===== config.mk =====
export PLATFORM = sky130hd
export DESIGN_NAME = exec_stage
export DESIGN_NICKNAME = d
export VERILOG_FILES = /design/src/common/mips_pkg.sv /design/src/hw/execute/exec_stage.sv /design/src/hw/execute/decode_unit.sv /design/src/hw/execute/register_file.sv /design/src/hw/execute/alu.sv
export SDC_FILE = /design/constraint.sdc
export NUM_CORES = 2
export LEC_CHECK = 0
export BUFFER_PORTS_ARGS = -buffer_cell sky130_fd_sc_hd__clkbuf_2
export CORE_ASPECT_RATIO = 1.1
export CORE_UTILIZATION = 41
export DETAILED_ROUTE_END_ITERATION = 6
export PLACE_DENSITY_LB_ADDON = 0.12
export SLEW_MARGIN = 30
export SYNTH_ARGS = -nofsm -noshare
export SYNTH_HDL_FRONTEND = slang
export SYNTH_SLANG_ARGS = --single-unit

===== constraint.sdc =====
create_clock -name i_clk -period 11 [get_ports i_clk]
set_input_delay 1.1 -clock i_clk [delete_from_list [all_inputs] [get_ports i_clk]]
set_output_delay 1.1 -clock i_clk [all_outputs]
set_load 0.005 [all_outputs]

===== src/common/mips_pkg.sv =====
`default_nettype none

package mips_pkg;

    localparam int DATA_W      = 32;
    localparam int REG_ADDR_W  = 5;
    localparam int NUM_REGS    = 32;
    localparam int IMEM_DEPTH  = 256;
    localparam int IMEM_ADDR_W = 8;

    typedef logic [DATA_W-1:0]      word_t;
    typedef logic [REG_ADDR_W-1:0]  reg_addr_t;
    typedef logic [IMEM_ADDR_W-1:0] imem_addr_t;

    // Primary opcode field, bits 31:26
    typedef enum logic [5:0] {
        OP_RTYPE = 6'h00,
        OP_ADDI  = 6'h08,
        OP_ANDI  = 6'h0c,
        OP_ORI   = 6'h0d,
        OP_LUI   = 6'h0f,
        OP_HALT  = 6'h3f
    } opcode_e;

    // R-type function field, bits 5:0
    typedef enum logic [5:0] {
        FN_SLL = 6'h00,
        FN_SRL = 6'h02,
        FN_ADD = 6'h20,
        FN_SUB = 6'h22,
        FN_AND = 6'h24,
        FN_OR  = 6'h25,
        FN_XOR = 6'h26,
        FN_SLT = 6'h2a
    } funct_e;

    typedef enum logic [3:0] {
        ALU_ADD,
        ALU_SUB,
        ALU_AND,
        ALU_OR,
        ALU_XOR,
        ALU_SLT,
        ALU_SLL,
        ALU_SRL,
        ALU_LUI
    } alu_op_e;

    // Debug write into instruction memory
    typedef struct packed {
        logic       en;
        imem_addr_t addr;
        word_t      data;
    } imem_write_t;

    // Fetched instruction with its byte address
    typedef struct packed {
        word_t pc;
        word_t instr;
    } fetch_item_t;

    typedef struct packed {
        alu_op_e   alu_op;
        logic      use_imm;
        logic      zero_ext;
        logic      use_shamt;
        logic      reg_write;
        reg_addr_t dst;
        logic      halt;
    } ctrl_t;

endpackage

`default_nettype wire

===== src/hw/execute/exec_stage.sv =====
`timescale 1ns/10ps
`default_nettype none

module exec_stage (
    input  wire                    i_clk,
    input  wire                    i_arst_n,
    input  wire                    i_step,
    input  wire                    i_valid,
    output logic                   o_ready,
    input  mips_pkg::fetch_item_t  i_item,
    input  mips_pkg::reg_addr_t    i_dbg_reg_addr,
    output mips_pkg::word_t        o_dbg_reg_data,
    output logic                   o_halted
);
    import mips_pkg::*;

    ctrl_t      ctrl;
    word_t      rs_data;
    word_t      rt_data;
    word_t      imm_ext;
    word_t      op_b;
    word_t      result;
    logic [4:0] shamt;
    logic       fire;
    logic       halted_q;

    assign o_ready = i_step && !halted_q;
    assign fire    = i_valid && o_ready;

    decode_unit u_decode (
        .i_instr (i_item.instr),
        .o_ctrl  (ctrl)
    );

    register_file u_regs (
        .i_clk      (i_clk),
        .i_arst_n   (i_arst_n),
        .i_rs_addr  (i_item.instr[25:21]),
        .i_rt_addr  (i_item.instr[20:16]),
        .o_rs_data  (rs_data),
        .o_rt_data  (rt_data),
        .i_we       (fire && ctrl.reg_write),
        .i_wr_addr  (ctrl.dst),
        .i_wr_data  (result),
        .i_dbg_addr (i_dbg_reg_addr),
        .o_dbg_data (o_dbg_reg_data)
    );

    assign imm_ext = ctrl.zero_ext ? {16'h0000, i_item.instr[15:0]}
                                   : {{16{i_item.instr[15]}}, i_item.instr[15:0]};
    assign op_b    = ctrl.use_imm ? imm_ext : rt_data;
    // Fixed shamt field, else low bits of rs
    assign shamt   = ctrl.use_shamt ? i_item.instr[10:6] : rs_data[4:0];

    alu u_alu (
        .i_op     (ctrl.alu_op),
        .i_a      (rs_data),
        .i_b      (op_b),
        .i_shamt  (shamt),
        .o_result (result)
    );

    // Sticky until reset
    always_ff @(posedge i_clk or negedge i_arst_n) begin
        if (!i_arst_n) begin
            halted_q <= 1'b0;
        end else if (fire && ctrl.halt) begin
            halted_q <= 1'b1;
        end
    end

    assign o_halted = halted_q;

endmodule

`default_nettype wire


===== src/hw/execute/decode_unit.sv =====
`timescale 1ns/10ps
`default_nettype none

module decode_unit (
    input  mips_pkg::word_t  i_instr,
    output mips_pkg::ctrl_t  o_ctrl
);
    import mips_pkg::*;

    opcode_e   opcode;
    funct_e    funct;
    reg_addr_t rt;
    reg_addr_t rd;

    assign opcode = opcode_e'(i_instr[31:26]);
    assign funct  = funct_e'(i_instr[5:0]);
    assign rt     = i_instr[20:16];
    assign rd     = i_instr[15:11];

    always_comb begin
        o_ctrl.alu_op    = ALU_ADD;
        o_ctrl.use_imm   = 1'b0;
        o_ctrl.zero_ext  = 1'b0;
        o_ctrl.use_shamt = 1'b0;
        o_ctrl.reg_write = 1'b0;
        o_ctrl.dst       = rt;
        o_ctrl.halt      = 1'b0;

        case (opcode)
            OP_RTYPE: begin
                o_ctrl.dst       = rd;
                o_ctrl.reg_write = 1'b1;
                case (funct)
                    FN_ADD: o_ctrl.alu_op = ALU_ADD;
                    FN_SUB: o_ctrl.alu_op = ALU_SUB;
                    FN_AND: o_ctrl.alu_op = ALU_AND;
                    FN_OR:  o_ctrl.alu_op = ALU_OR;
                    FN_XOR: o_ctrl.alu_op = ALU_XOR;
                    FN_SLT: o_ctrl.alu_op = ALU_SLT;
                    FN_SLL: begin
                        o_ctrl.alu_op    = ALU_SLL;
                        o_ctrl.use_shamt = 1'b1;
                    end
                    FN_SRL: begin
                        o_ctrl.alu_op    = ALU_SRL;
                        o_ctrl.use_shamt = 1'b1;
                    end
                    // Unknown funct retires as a no-op
                    default: o_ctrl.reg_write = 1'b0;
                endcase
            end
            OP_ADDI: begin
                o_ctrl.use_imm   = 1'b1;
                o_ctrl.reg_write = 1'b1;
            end
            OP_ANDI: begin
                o_ctrl.alu_op    = ALU_AND;
                o_ctrl.use_imm   = 1'b1;
                o_ctrl.zero_ext  = 1'b1;
                o_ctrl.reg_write = 1'b1;
            end
            OP_ORI: begin
                o_ctrl.alu_op    = ALU_OR;
                o_ctrl.use_imm   = 1'b1;
                o_ctrl.zero_ext  = 1'b1;
                o_ctrl.reg_write = 1'b1;
            end
            OP_LUI: begin
                o_ctrl.alu_op    = ALU_LUI;
                o_ctrl.use_imm   = 1'b1;
                o_ctrl.zero_ext  = 1'b1;
                o_ctrl.reg_write = 1'b1;
            end
            OP_HALT: o_ctrl.halt = 1'b1;
            default: ;
        endcase
    end

endmodule

`default_nettype wire


===== src/hw/execute/register_file.sv =====
`timescale 1ns/10ps
`default_nettype none

module register_file (
    input  wire                  i_clk,
    input  wire                  i_arst_n,
    input  mips_pkg::reg_addr_t  i_rs_addr,
    input  mips_pkg::reg_addr_t  i_rt_addr,
    output mips_pkg::word_t      o_rs_data,
    output mips_pkg::word_t      o_rt_data,
    input  wire                  i_we,
    input  mips_pkg::reg_addr_t  i_wr_addr,
    input  mips_pkg::word_t      i_wr_data,
    input  mips_pkg::reg_addr_t  i_dbg_addr,
    output mips_pkg::word_t      o_dbg_data
);
    import mips_pkg::*;

    word_t regs_q [NUM_REGS];

    always_ff @(posedge i_clk or negedge i_arst_n) begin
        if (!i_arst_n) begin
            for (int i = 0; i < NUM_REGS; i++) begin
                regs_q[i] <= '0;
            end
        end else if (i_we && (i_wr_addr != '0)) begin
            // r0 never takes a write
            regs_q[i_wr_addr] <= i_wr_data;
        end
    end

    assign o_rs_data  = regs_q[i_rs_addr];
    assign o_rt_data  = regs_q[i_rt_addr];
    assign o_dbg_data = regs_q[i_dbg_addr];

endmodule

`default_nettype wire


===== src/hw/execute/alu.sv =====
`timescale 1ns/10ps
`default_nettype none

module alu (
    input  mips_pkg::alu_op_e  i_op,
    input  mips_pkg::word_t    i_a,
    input  mips_pkg::word_t    i_b,
    input  wire [4:0]          i_shamt,
    output mips_pkg::word_t    o_result
);
    import mips_pkg::*;

    always_comb begin
        case (i_op)
            ALU_ADD: o_result = i_a + i_b;
            ALU_SUB: o_result = i_a - i_b;
            ALU_AND: o_result = i_a & i_b;
            ALU_OR:  o_result = i_a | i_b;
            ALU_XOR: o_result = i_a ^ i_b;
            ALU_SLT: o_result = word_t'($signed(i_a) < $signed(i_b));
            // Shifts act on B, like MIPS rt
            ALU_SLL: o_result = i_b << i_shamt;
            ALU_SRL: o_result = i_b >> i_shamt;
            ALU_LUI: o_result = {i_b[15:0], 16'h0000};
            default: o_result = '0;
        endcase
    end

endmodule

`default_nettype wire


==> flow_summary.json <==
{
  "outcome": "finished clean",
  "period_needed_ns": 8.34,
  "numPortBuffers": 74,
  "rows": 160,
  "pwr-share-comb_pct": 20.6,
  "post_cts_resized": 0,
  "p_int_mw": 6.97,
  "timing.rr.end": "u_regs.regs_q[861]",
  "worst-path-buf-inv": 4,
  "worstRegToRegCells": 19,
  "clk_latency_ns": 0.78,
  "synth_top_area_cell": "dfrtp_1",
  "swShare_pct": 31.8,
  "critPathTopFamily": "compound AO/OA/AOI/OAI gates",
  "design.die.area_sq_mm": 0.176,
  "crit_top_cell": "a21oi_1",
  "initial_core_util_pct": 41.3,
  "grt_pass1_vias": 55767,
  "fill_cells": 16155,
  "diodes": 0,
  "cp_slowest_cell": "nor2b_4",
  "max_cap_violations": 0,
  "grt.overflow.total": 0,
  "p_sw_mw": 3.25,
  "cts_root_buf": "clkbuf_16",
  "path_cells": "clkbuf_2, nor2b_4, buf_4, a22oi_1, a21oi_1, nor4_1, buf_4, a21oi_1, ha_1, o21ai_0, a21oi_1, o22ai_1, o211ai_1, a311oi_1, o31ai_1, a2111oi_0, nor2_1, xnor2_1, a2111oi_4, buf_4, a21oi_1",
  "final_core_util_pct": 45.1,
  "finalPower_mw": 10.2,
  "netlist_area_sq_mm": 0.0714,
  "total_leakage_power_nw": 33.3,
  "ir_drop_mv": 0.136,
  "r2r_slack_ns": 4.33,
  "die_x_microns": 400,
  "cp_max_fo": 31,
  "synthFlopType": "dfrtp_1",
  "die_h_microns": 440,
  "htreeDepth": 3,
  "slew_violations": 0,
  "io-pin-count": 107,
  "final_nets": 6516,
  "synthTopCellsByCount": "1,025 x dfrtp_1, 866 x nor2_1, 764 x a21oi_1",
  "drive_gt1_share_pct": 24.3,
  "pwr-share-seq_pct": 39.0,
  "synth_cell_type_count": 93,
  "gp_congestion": 1.02,
  "cts_setup_buffers": 0,
  "rsz0062_at_grt": "false",
  "final_cell_count_no_fill": 8703,
  "synth_area_leaders": "dfrtp_1 36%, mux4_2 21%, mux2i_1 8.2%",
  "yosysWarnings": 0,
  "post-route-drc-count": 0,
  "track_usage_pct": 33.3,
  "avgViaCountPerCell": 6.66,
  "postCtsHoldBufs": 0,
  "grt_pass1_wl_mm": 421,
  "tightest_slew_ns": 1.12,
  "grt_max_degree": 158,
  "ys_seq_area_share_pct": 35.9,
  "synth_top_area_share_pct": 35.9,
  "cp_num_cells": 21,
  "cts_tree": "built",
  "ys_seq_elements": 1025,
  "area_growth_pct": 9.17,
  "synth_edf_count": 0,
  "hold_violations": 0,
  "critPathKind": "in -> reg",
  "crit-reg2reg-launch": "u_regs.regs_q[897]",
  "dr.pass1.iters": 6,
  "clock_path_buffers": 3,
  "syn_area_per_cell_sq_um": 10.7,
  "drtAntennaViolNets": 0,
  "period_share_pct": 75.8,
  "finalSetupViolations": 0,
  "power_density_mw_per_mm2": 131,
  "hp-class": "in -> async",
  "wl_mm": 295,
  "startpoint": "i_item[18]",
  "cts_sinks": 1025,
  "max_stage_delay_ns": 0.79,
  "slew_headroom_pct": 24.8,
  "num_vias": 57927,
  "syn_inst": 6645,
  "dpl.cell_count": 8492,
  "critPathArrivalTime_ns": 8.94,
  "core_sq_mm": 0.173,
  "skew_ns": 0.0431,
  "syn_nets": 6820,
  "synthArstFlopShare_pct": 100,
  "clkPwrFrac_pct": 40.4,
  "first_iter_violations": 6726,
  "fmax_mhz": 120,
  "fin_tns_setup_ns": 0,
  "cts.clk_slew.worst_paths_ns": 0.06,
  "wl_per_cell_microns": 33.9,
  "crit_required_ns": 11.60,
  "endpoint_kind": "flip-flop",
  "antenna_found_initial": 8,
  "dp_hpwl_mm": 189,
  "start_kind": "input pin",
  "post-synth-top-count-cell": "dfrtp_1",
  "cts-buffers-inserted": 113
}
==> power by group through the flow <==
stage               Sequential [mW]  Clock [mW]  Combinational (mW)
floorplan                      4.02           0                1.30
global placement               4.04           0                2.05
detailed placement             4.05           0                2.06
CTS                            3.98        4.19                2.06
global route                   4.00        4.34                2.20
finish                         3.99        4.13                2.11
==> logic make-up (layout without fill, tap and decap cells) <==
group | after synthesis | count (layout) | share of synthesized area (%)
AO/OA/AOI/OAI | 1672 | 1672 | 14.7
XOR/XNOR | 24 | 24 | 0.294
adder cells (fa/ha/maj) | 102 | 102 | 1.81
buffers and inverters | 814 | 604 | 5.19
flip-flops | 1025 | 1025 | 35.9
multiplexers | 1491 | 1491 | 33.2
AND/OR/NAND/NOR | 1517 | 1517 | 8.94
==> per-layer routing <==
layer,GRT usage (%),routed length (microns),vias up
li1,-,-,24481
met1,46.7,124000,30043
met2,51.0,133000,2816
met3,6.12,25300,577
met4,13.2,12700,10
met5,0,62,-
==> worst register-to-register path, cell delays in order, from the launching register on <==
cell and delay (ns):
dfrtp_1 0.40, mux2i_1 0.09, a22oi_1 0.24, a21oi_1 0.14, nor4_2 0.90, mux2i_1 0.17, buf_4 0.25, ha_1 0.33
nor2b_1 0.16, o31a_1 0.30, o22ai_1 0.50, o211ai_1 0.31, a311oi_1 0.73, o31ai_1 0.17, a2111oi_0 0.50, nor2_1 0.12
xnor2_1 0.20, a2111oi_4 0.36, buf_4 0.43, a21oi_1 0.18
==> area by class of cell <==
type	count	area (sq um)	area share, %
Sequential cell	1025	25600	32.9
Inverter	99	372	0.477
Timing Repair Buffer	296	2460	3.16
Multi-Input combinational cell	4806	42600	54.7
Clock inverter	52	728	0.934
Clock buffer	157	3290	4.21
Tap cell	2268	2840	3.64
==> sequential cells by signal, summed over array words and instances, names as in the netlist <==
register and flops:
u_regs.regs_q 1024, o_halted 1
==> worst max path at each step <==
| stage | end | slack [ns] |
|---|---|---|
| 6_report | u_regs.regs_q[861] | 2.66 |
| 4_1_cts | u_regs.regs_q[861] | 2.86 |
| 5_1_grt | u_regs.regs_q[893] | 2.44 |
| 3_5_place_dp | u_regs.regs_q[989] | 2.06 |
| 3_3_place_gp | u_regs.regs_q[125] | 1.90 |
| 2_1_floorplan | u_regs.regs_q[125] | 3.47 |
==> placed cells by master, fill, tap and decap left out, types with 181 or more instances in the layout <==
cell type and count:
o21ai_0 181, nand2_1 319, a22oi_1 222, mux2i_1 582, mux2_2 228, mux4_2 677
nor2_1 835, a21oi_1 763, buf_4 200, dfrtp_1 1025
==> metrics by stage <==
| step | hold slack, ns | area [sq um] | setup WS (ns) |
|---|---|---|---|
| after floorplan | 0.458 | 71400 | 3.47 |
| after global routing | 0.327 | 78000 | 2.44 |
| after CTS | 0.270 | 77900 | 2.86 |
| after detailed placement | 0.402 | 73900 | 2.06 |
| final | 0.296 | 78000 | 2.66 |
| after global placement | 0.395 | 73700 | 1.90 |
Power figures use the tool's default switching activity.
