==> src/common/mips_pkg.sv <==
`default_nettype none

package mips_pkg;

    localparam int DATA_W      = 32;
    localparam int REG_ADDR_W  = 5;
    localparam int NUM_REGS    = 32;
    localparam int IMEM_DEPTH  = 256;
    localparam int IMEM_ADDR_W = 8;

    typedef logic [DATA_W-1:0]      word_t;
    typedef logic [REG_ADDR_W-1:0]  reg_addr_t;
    typedef logic [IMEM_ADDR_W-1:0] imem_addr_t;

    // Primary opcode field, bits 31:26
    typedef enum logic [5:0] {
        OP_RTYPE = 6'h00,
        OP_ADDI  = 6'h08,
        OP_ANDI  = 6'h0c,
        OP_ORI   = 6'h0d,
        OP_LUI   = 6'h0f,
        OP_HALT  = 6'h3f
    } opcode_e;

    // R-type function field, bits 5:0
    typedef enum logic [5:0] {
        FN_SLL = 6'h00,
        FN_SRL = 6'h02,
        FN_ADD = 6'h20,
        FN_SUB = 6'h22,
        FN_AND = 6'h24,
        FN_OR  = 6'h25,
        FN_XOR = 6'h26,
        FN_SLT = 6'h2a
    } funct_e;

    typedef enum logic [3:0] {
        ALU_ADD,
        ALU_SUB,
        ALU_AND,
        ALU_OR,
        ALU_XOR,
        ALU_SLT,
        ALU_SLL,
        ALU_SRL,
        ALU_LUI
    } alu_op_e;

    // Debug write into instruction memory
    typedef struct packed {
        logic       en;
        imem_addr_t addr;
        word_t      data;
    } imem_write_t;

    // Fetched instruction with its byte address
    typedef struct packed {
        word_t pc;
        word_t instr;
    } fetch_item_t;

    typedef struct packed {
        alu_op_e   alu_op;
        logic      use_imm;
        logic      zero_ext;
        logic      use_shamt;
        logic      reg_write;
        reg_addr_t dst;
        logic      halt;
    } ctrl_t;

endpackage

`default_nettype wire
==> src/hw/fetch_buffer.sv <==
`timescale 1ns/10ps
`default_nettype none

module fetch_buffer (
    input  wire                    i_clk,
    input  wire                    i_arst_n,
    input  wire                    i_valid,
    output logic                   o_ready,
    input  mips_pkg::fetch_item_t  i_item,
    output logic                   o_valid,
    input  wire                    i_ready,
    output mips_pkg::fetch_item_t  o_item
);
    import mips_pkg::*;

    fetch_item_t slot_q [2];
    logic        wr_ptr_q;
    logic        rd_ptr_q;
    logic [1:0]  count_q;
    logic        push;
    logic        pop;

    assign o_valid = (count_q != 2'd0);
    // When full, a slot frees up on the same edge as a pop
    assign o_ready = (count_q != 2'd2) || i_ready;

    assign push = i_valid && o_ready;
    assign pop  = o_valid && i_ready;

    always_ff @(posedge i_clk) begin
        if (push) begin
            slot_q[wr_ptr_q] <= i_item;
        end
    end

    always_ff @(posedge i_clk or negedge i_arst_n) begin
        if (!i_arst_n) begin
            wr_ptr_q <= 1'b0;
            rd_ptr_q <= 1'b0;
            count_q  <= 2'd0;
        end else begin
            if (push) begin
                wr_ptr_q <= ~wr_ptr_q;
            end
            if (pop) begin
                rd_ptr_q <= ~rd_ptr_q;
            end
            case ({push, pop})
                2'b10:   count_q <= count_q + 2'd1;
                2'b01:   count_q <= count_q - 2'd1;
                default: count_q <= count_q;
            endcase
        end
    end

    assign o_item = slot_q[rd_ptr_q];

endmodule

`default_nettype wire

==> config.mk <==
export PLATFORM = sky130hd
export DESIGN_NAME = fetch_buffer
export DESIGN_NICKNAME = d
export VERILOG_FILES = /design/src/common/mips_pkg.sv /design/src/hw/fetch_buffer.sv
export SDC_FILE = /design/constraint.sdc
export NUM_CORES = 1
export LEC_CHECK = 0
export ABC_AREA = 1
export BUFFER_PORTS_ARGS = -buffer_cell sky130_fd_sc_hd__buf_4
export CAP_MARGIN = 10
export CORE_MARGIN = 3
export CORE_UTILIZATION = 56
export CTS_CLUSTER_DIAMETER = 200
export DETAILED_ROUTE_END_ITERATION = 16
export HOLD_SLACK_MARGIN = 0.1
export PLACE_DENSITY_LB_ADDON = 0.2
export REMOVE_ABC_BUFFERS = 1
export SLEW_MARGIN = 40
export SYNTH_ARGS = -nofsm -noshare
export SYNTH_HDL_FRONTEND = slang
export SYNTH_SLANG_ARGS = --single-unit
==> constraint.sdc <==
create_clock -name i_clk -period 6.2 [get_ports i_clk]
set_clock_uncertainty 0.15 [all_clocks]
set_input_delay 0.62 -clock i_clk [delete_from_list [all_inputs] [get_ports i_clk]]
set_output_delay 0.62 -clock i_clk [all_outputs]
set_load 0.01 [all_outputs]
==> reports/metrics.sh, run 1 <==
STATUS='completed'
CPLARGESTDELAYFAMILY='buffers and inverters'
POSTSYNTH.ASYNCRESETSHARE_PCT=3.030
WORST_SETUP_HOLD_PATH_CLK_SLEW_NS=0.06
INSERTED_CLOCK_BUFFERS=17
START_UTIL_PCT=58.51
FINALHOLDVIOLATIONS=0
CLOCK_TREE.HTREE_LEVEL_COUNT=4
DR_TOTAL_VIAS=3110
SYNTHSIMPLEGATEAREAFRAC_PCT=16.21
VIA_COUNT_OF_THE_FIRST_GLOBAL_ROUTING_PASS=3274
DIEAREA_UM2=9869
DOMINANTREGCELLSYNTH='edfxtp_1'
YS_TOP_CELLS_BY_COUNT='204 x nand2_1, 128 x edfxtp_1, 8 x buf_4, 8 x inv_1, 6 x buf_2'
DESIGN.PORTCOUNT=134
WORST_SETUP_PATH_END_KIND='output pin'
SYN-INSTANCE-COUNT=366
WORST-ENDPOINT-ARRIVAL_NS=1.86
COMBINATIONAL_FAMILY_WITH_THE_MOST_AREA_AFTER_SYNTHESIS='simple AND/OR/NAND/NOR gates'
DETAIL_ROUTE.FIRST_PASS.ITERATIONS=4
LAYOUT_CELL_SHARE_WITH_DRIVE_STRENGTH_BEYOND_1_PCT=32.37
REPORT.FINAL.SLEW_VIOL_COUNT=0
CLKLATENCYLATEPIN_NS=0.50
DRT_ITER0_DRC=176
ROUTED_WL_UM=9620
PATH_CELLS='buf_4 > nand2_1 > nand2_1 > buf_4'
POSTLAYOUTCOREUTIL_PCT=78.76
WORSTPATHREQUIRED_NS=5.43
POWER.IR.VDD_WORST_V=0.0002988
FINALWEIGHTEDCONGESTION=0.7498
FIN_CRIT_SH_PCT=42.36
NUMBER_OF_BUFFER_AND_INVERTER_INSTANCES_ALONG_THE_WORST_SETUP_PATH=2
HOLD_PATH_CLASS='in2reg'
NUM_ROWS=33
WIRE_LENGTH_OF_THE_FIRST_GLOBAL_ROUTING_PASS_UM=15350
NETLIST-CELL-TYPE-COUNT=12
YOSYS.AREA.TOP_TYPE_SHARE_PCT=78.77
SYNTHESIS.AREA_PER_INSTANCE_UM2=13.33
DIE_H_UM=99.35
SYNTHESIS.YOSYS.WARNINGS=0
GRT_SETUP_UNREPAIRED='false'
CRITICAL_PATH.MAX_FANOUT=65
GR-USAGE-ALL-LAYERS_PCT=20.44
VIAS_PER_CELL=4.984
FINAL.MIN_CLOCK_PERIOD_NS=2.627
DP_HPWL_UM=6056
CELL_AT_THE_ROOT_OF_THE_CLOCK_TREE='clkbuf_8'
SYNTH-COMPOUND-AREA-SHARE_PCT=0
POWER.DENSITY_CELL_AREA_nW_PER_UM2=490.9
CTS.SINKS=132
CRITPATHLAUNCHTYPE='flip-flop'
CTS_SETUP_BUFFERS=0
HIGHEST_CLOCK_RATE_MHz=380.7
SYNTH_SEQUENTIAL_AREA_RATIO_PCT=80.82
NUM_ANTENNA_CELLS=0
XOR_XNOR_SHARE_OF_THE_SYNTHESIZED_AREA_PCT=0.1795
SYNTH-ADDER-AREA-SHARE_PCT=0.2564
POST-SYNTH-TOP-AREA-CELL='edfxtp_1'
NETS=577
TRITONCTS='built'
CELLLEAKAGEPOWER_nW=2.847
CRIT_PATH_MAX_INCR_DELAY_NS=0.55
INITIAL_ANTENNA_VIOLATION_COUNT=0
LAYOUT-AREA-OVERHEAD-VS-SYNTH_PCT=34.62
IO_PORT_BUFS=133
CLOCK_PATH_BUFFERS=2
DRC=0
MAXCAPVIOLATIONS=0
CRITICAL_PATH_CLASS='reg2out'
RELATIVE_SLEW_SLACK_PCT=55.06
MAX_SLEW.WORST_PIN.SLEW_NS=0.6741
SYNTH_SEQ_CELLS=132
YOSYSMOSTFREQUENTCELL='nand2_1'
SYNTH_TOP_CELLS_BY_AREA='edfxtp_1 79%, nand2_1 16%, dfrtp_1 2.1%'
SYNTH-EDFF-COUNT=128
SETUP_TNS_NS=0
POST_SYNTH_INSTANCE_AREA_UM2=4880
FINALSETUPVIOLCOUNT=0
DIE_WIDTH_UM=99.35
COREAREA_UM2=8341
GRT_OVERFLOW=0
AVGROUTEDWIREPERCELL_UM=15.42
MUXSHAREOFSYNTHAREA_PCT=0
GRT_START_MAX_NET_PINS=66
WORST_PATH_MAX_DELAY_CELL='buf_4'
POSTROUTEANTENNANETS=0
==> state kept, by name, indices dropped and copies added, names as in the netlist <==
signal and flops:
rd_ptr_q 1, slot_q 128, count_q 2, wr_ptr_q 1
==> per-layer routing <==
| metal | wire length [µm] | vias to the layer above | global-route usage (%) |
|---|---|---|---|
| met5 | 0 | - | 0 |
| met4 | 119 | 0 | 7.563 |
| met3 | 788 | 11 | 6.101 |
| met2 | 5114 | 132 | 34.61 |
| met1 | 3597 | 1457 | 25.01 |
| li1 | - | 1510 | - |
==> per-stage QoR <==
| step | setup slack, ns | hold slack, ns | instances | area (µm²) | power (W) |
|---|---|---|---|---|---|
| 6_report | 3.573 | 0.1498 | 624 | 6569 | 0.003225 |
| 5_1_grt | 3.448 | 0.1329 | 624 | 6569 | 0.003407 |
| 4_1_cts | 3.546 | 0.1312 | 624 | 6561 | 0.003255 |
| 3_5_place_dp | 3.872 | 0.2730 | 593 | 5953 | 0.002256 |
| 3_3_place_gp | 3.862 | 0.2689 | 593 | 5951 | 0.002231 |
| 2_1_floorplan | 1.966 | 0.1744 | 352 | 4790 | 0.001755 |
==> layout make-up <==
| class | instances | area [µm²] |
|---|---|---|
| fillers | 496 | 1772 |
| multi-input cells | 211 | 819.5 |
| flip-flops and latches | 132 | 3945 |
| clock inverters | 13 | 183.9 |
| inverters | 9 | 36.28 |
| well taps | 105 | 131.4 |
| repair buffers | 137 | 1039 |
| clock buffers | 17 | 414.1 |
==> report_power, final <==
part / leakage (nW) / total (W) / switching (W) / internal [W]
registers: 1.24 / 0.00124 / 0.0000482 / 0.00120
logic: 1.33 / 0.000986 / 0.000591 / 0.000395
clock network: 0.278 / 0.000994 / 0.000346 / 0.000648
total: 2.85 / 0.00322 / 0.000985 / 0.00224
==> repair_timing <==
action                     in CTS  in global routing
hold endpoints to repair        4                  0
setup endpoints to repair       0                  0
hold buffers                    1                  0
resized for setup               0                  0
==> cells in the final DEF, fill, tap and decap left out <==
cell           synthesis  final
nand3_1                3      3
clkbuf_8               0      1
clkbuf_16              0     16
ha_1                   1      1
inv_4                  0      1
buf_4                  8    134
inv_6                  0      2
bufinv_16              0      4
inv_1                  8      7
dfrtp_2                0      1
nor2_4                 0      1
clkinv_4               0      1
clkinvlp_4             0      4
inv_2                  1      1
dfrtp_1                4      3
buf_6                  0      2
nand4_1                1      1
xnor2_1                1      1
nand2_1              204    204
edfxtp_1             128    128
dlygate4sd3_1          0      1
clkinv_1               0      2
==> kinds of logic after synthesis <==
kind of cell,after synthesis
xor+xnor,1
fa+ha+maj,1
flops,132
simple gates,209
buf+inv,23
==> path summary, 6_finish.rpt <==
kind,startpoint,to,slack [ns],depth (start not counted)
max in group asynchronous,i_arst_n,rd_ptr_q,5.47,2
min reg2reg,wr_ptr_q,wr_ptr_q,0.33,2
min in group asynchronous,i_arst_n,count_q[1],0.31,2
max reg2reg,count_q[0],slot_q[1][7],4.32,5
min,i_item[10],slot_q[1][10],0.15,1
max,rd_ptr_q,o_item[1],3.57,4
==> worst register-to-register path, delay by kind of cell, from the launching register on <==
| kind | cells | cell delay [ns] |
|---|---|---|
| buf+inv | 2 | 0.57 |
| flops | 1 | 0.38 |
| simple gates | 3 | 0.37 |
(Power assumes the default switching activity.)
==> run 2, diff against run 1 <==
--- a/config.mk
+++ b/config.mk
@@ -9,7 +9,7 @@
 export BUFFER_PORTS_ARGS = -buffer_cell sky130_fd_sc_hd__buf_4
 export CAP_MARGIN = 10
 export CORE_MARGIN = 3
-export CORE_UTILIZATION = 56
+export CORE_UTILIZATION = 47
 export CTS_CLUSTER_DIAMETER = 200
 export DETAILED_ROUTE_END_ITERATION = 16
 export HOLD_SLACK_MARGIN = 0.1
==> constraint.sdc (replaced) <==
create_clock -name i_clk -period 2.37 [get_ports i_clk]
set_clock_uncertainty 0.15 [all_clocks]
set_input_delay 0.237 -clock i_clk [delete_from_list [all_inputs] [get_ports i_clk]]
set_output_delay 0.237 -clock i_clk [all_outputs]
set_load 0.01 [all_outputs]
==> run 2 against run 1 <==
  * Sequential share of layout area fell by 6.3 points
  * Core utilization fell by 5.1 points
  * Sequential power rose to 2.6 times the previous value
  * Critical endpoint is now o_item[63]
  * Largest power group unchanged
==> reports/metrics.sh, run 2 (synthesis gave the netlist of run 1 again) <==
STATUS='completed'
POSTLAYOUTCOREUTIL_PCT=73.66  # -5.1 points
DRT_ITER0_DRC=218  # +24%
LAYOUT_COMMONEST_CELL='nand2_1'
MIN_PATH_CELLS=2  # +1
NUMBER_OF_BUFFER_AND_INVERTER_INSTANCES_ALONG_THE_WORST_SETUP_PATH=2  # unchanged
INSERTED_CLOCK_BUFFERS=17  # unchanged
GRT_START_MAX_NET_PINS=66  # unchanged
DETAILEDPLACE.WORSTSLACK_NS=0.6529  # -3.219 ns
DR_TOTAL_VIAS=3334  # +7.2%
WORST_PATH_MAX_DELAY_CELL='buf_4'
COREAREA_UM2=9955  # +19%
POWER_SWITCHING_SHARE_PCT=31.21  # +0.68 points
R2R-START='count_q[0]'
POWER_FRAC_COMB_PCT=32.4  # +1.8 points
CTS_SETUP_BUFFERS=0  # unchanged
NUM_ANTENNA_CELLS=0  # unchanged
IO_PORT_BUFS=133  # unchanged
POWER_W=0.008592  # +170%
WORSTPATHREQUIRED_NS=1.98  # -3.45 ns
SETUP_TNS_NS=0  # unchanged
CTS-RESIZED-GATES=0  # unchanged
CPLARGESTDELAYFAMILY='buffers and inverters'
ROUTED_WL_UM=10620  # +10%
NUM_ROWS=36  # +9.1%
PART_OF_THE_POWER_IN_THE_CLOCK_NETWORK_PCT=29.8  # -1.0 points
GR-USAGE-ALL-LAYERS_PCT=18.81  # -1.6 points
NUM-FILL-CELLS=632  # +27%
DETAIL_ROUTE.FIRST_PASS.ITERATIONS=4  # unchanged
CRITPATHLAUNCHTYPE='flip-flop'
P_SWITCHING_W=0.002682  # +170%
WIRE_LENGTH_OF_THE_FIRST_GLOBAL_ROUTING_PASS_UM=16500  # +7.5%
CRIT_PATH_MAX_INCR_DELAY_NS=0.55  # about the same
CRITICAL_PATH.MAX_FANOUT=65  # unchanged
FINALSETUPVIOLCOUNT=0  # unchanged
TIMING.FINAL.WS_SETUP_NS=0.1562  # -3.417 ns
REPORT.FINAL.SLEW_VIOL_COUNT=0  # unchanged
LARGEST-REGISTER='slot_q'
VIA_COUNT_OF_THE_FIRST_GLOBAL_ROUTING_PASS=3397  # +3.8%
INTERNAL-POWER_W=0.005911  # +160%
DESIGN.PORTCOUNT=134  # unchanged
INITIAL_ANTENNA_VIOLATION_COUNT=0  # unchanged
HIGHEST_CLOCK_RATE_MHz=451.7
TRITONCTS='built'
PWR-SHARE-SEQ_PCT=37.8  # -0.8 points
REG2REG_SLACK_NS=0.67  # -3.65 ns
CRITICAL_PATH_CLASS='reg2out'
TIMING.CRITICAL_PATH.TO='o_item[63]'
MAXCAPVIOLATIONS=0  # unchanged
CP_NUM_CELLS=4  # unchanged
WORST-ENDPOINT-ARRIVAL_NS=1.83  # -0.03 ns
VIAS_PER_CELL=4.599  # -7.7%
TIMING.RR.END='slot_q[1][10]'
WORST_SETUP_HOLD_PATH_CLK_SLEW_NS=0.06  # about the same
FINALHOLDVIOLATIONS=0  # unchanged
POSTROUTEANTENNANETS=0  # unchanged
DIE_WIDTH_UM=107.9  # +8.6%
DIEAREA_UM2=11640  # +18%
HOLD_PATH_CLASS='in2reg'
NETS=648  # +12%
REG2REGPATHDEPTH=5  # unchanged
NUMBER_OF_STANDARD_CELLS_IN_THE_FINAL_LAYOUT_EXCLUDING_FILLERS=725  # +16%
CELLLEAKAGEPOWER_nW=3.154  # +11%
CLOCK_TREE.HTREE_LEVEL_COUNT=4  # unchanged
TOP_FLOP_REGS='slot_q: 128 flops, count_q: 2 flops'
FINAL.MIN_CLOCK_PERIOD_NS=2.214
MAX_SLEW.WORST_PIN.SLEW_NS=0.6807  # +0.006574 ns
CLKLATENCYLATEPIN_NS=0.50  # about the same
GRT_SETUP_UNREPAIRED='false'
DP_HPWL_UM=5958  # -1.6%
START_UTIL_PCT=49.02  # -9.5 points
AVGROUTEDWIREPERCELL_UM=14.65  # -5.0%
POWER.DENSITY_CELL_AREA_nW_PER_UM2=1172  # +140%
POWER.IR.VDD_WORST_V=0.0007309  # +140%
LAYOUT.CELLS.MOST_COMMON_LIST='204 x nand2_1, 136 x buf_4, 128 x edfxtp_1'
FIN_CRIT_SH_PCT=93.41
CTS.SINKS=132  # unchanged
WORST_SETUP_PATH_END_KIND='output pin'
CLOCK_PATH_BUFFERS=2  # unchanged
GRT_OVERFLOW=0  # unchanged
CELL_AT_THE_ROOT_OF_THE_CLOCK_TREE='clkbuf_8'
LAYOUT_CELL_SHARE_WITH_DRIVE_STRENGTH_BEYOND_1_PCT=29.39  # -3.0 points
CRITICAL_PATH.STARTPOINT='rd_ptr_q'
DIE_H_UM=107.9  # +8.6%
FINALWEIGHTEDCONGESTION=0.7647  # +2.0%
DRC=0  # unchanged
FLIP_FLOP_COUNT_OF_THE_LARGEST_REGISTER_AFTER_LAYOUT=128  # unchanged
RELATIVE_SLEW_SLACK_PCT=54.62  # -0.44 points
LAYOUT-AREA-OVERHEAD-VS-SYNTH_PCT=50.26
PLACEDCELLCOUNT=624  # +5.2%
PATH_CELLS='buf_4 > nand2_1 > nand2_1 > buf_4'
run 2: per-layer routing:
layer  global-route usage, %  share of wire [%]  vias to the layer above  wire (µm)
met5                       0                  0                        -          0
met4                   5.140               0.84                        0         89
met3                   5.759                6.2                        8        658
met2                   32.99                 52                      121       5521
met1                   22.48                 41                     1548       4353
li1                        -                  -                     1657          -
run 2: worst min path at each step:
stage,endpoint,from,slack [ns]
floorplan,count_q[0],i_arst_n,-0.21
global placement,count_q[1],i_arst_n,-0.11
detailed placement,count_q[1],i_arst_n,-0.11
CTS,slot_q[1][47],i_item[47],0.28
global route,slot_q[1][41],i_item[41],0.29
finish,slot_q[0][41],i_item[41],0.31
run 2: what timing repair did:
action,4_1_cts,5_1_grt
setup endpoints to repair,0,0
hold buffers,69,0
endpoints found under the hold margin,135,0
run 2: stage by stage:
step / hold slack (ns) / cell area (µm²)
final: 0.3083 / 7332
after CTS: 0.2806 / 7332
after global routing: 0.2857 / 7332
after detailed placement: -0.1097 / 6046
after floorplan: -0.2086 / 4790
after global placement: -0.1094 / 6046
run 2: area by class of cell:
| type | instances | area, µm² | share of cell area, % |
|---|---|---|---|
| sequential | 132 | 3945 | 53.81 |
| timing repair buffer | 208 | 1772 | 24.16 |
| multi-input combinational | 211 | 819.5 | 11.18 |
| clock buffer | 17 | 414.1 | 5.648 |
| clock inverter | 15 | 181.4 | 2.474 |
| tap | 133 | 166.4 | 2.270 |
| inverter | 9 | 33.78 | 0.4608 |
run 2: power by group through the flow:
| stage | logic [W] | registers, W | clock network (W) |
|---|---|---|---|
| 6_report | 0.00278 | 0.00325 | 0.00256 |
| 5_1_grt | 0.00308 | 0.00328 | 0.00270 |
| 4_1_cts | 0.00281 | 0.00325 | 0.00260 |
| 3_5_place_dp | 0.00270 | 0.00329 | 0 |
| 3_3_place_gp | 0.00269 | 0.00327 | 0 |
| 2_1_floorplan | 0.00120 | 0.00339 | 0 |
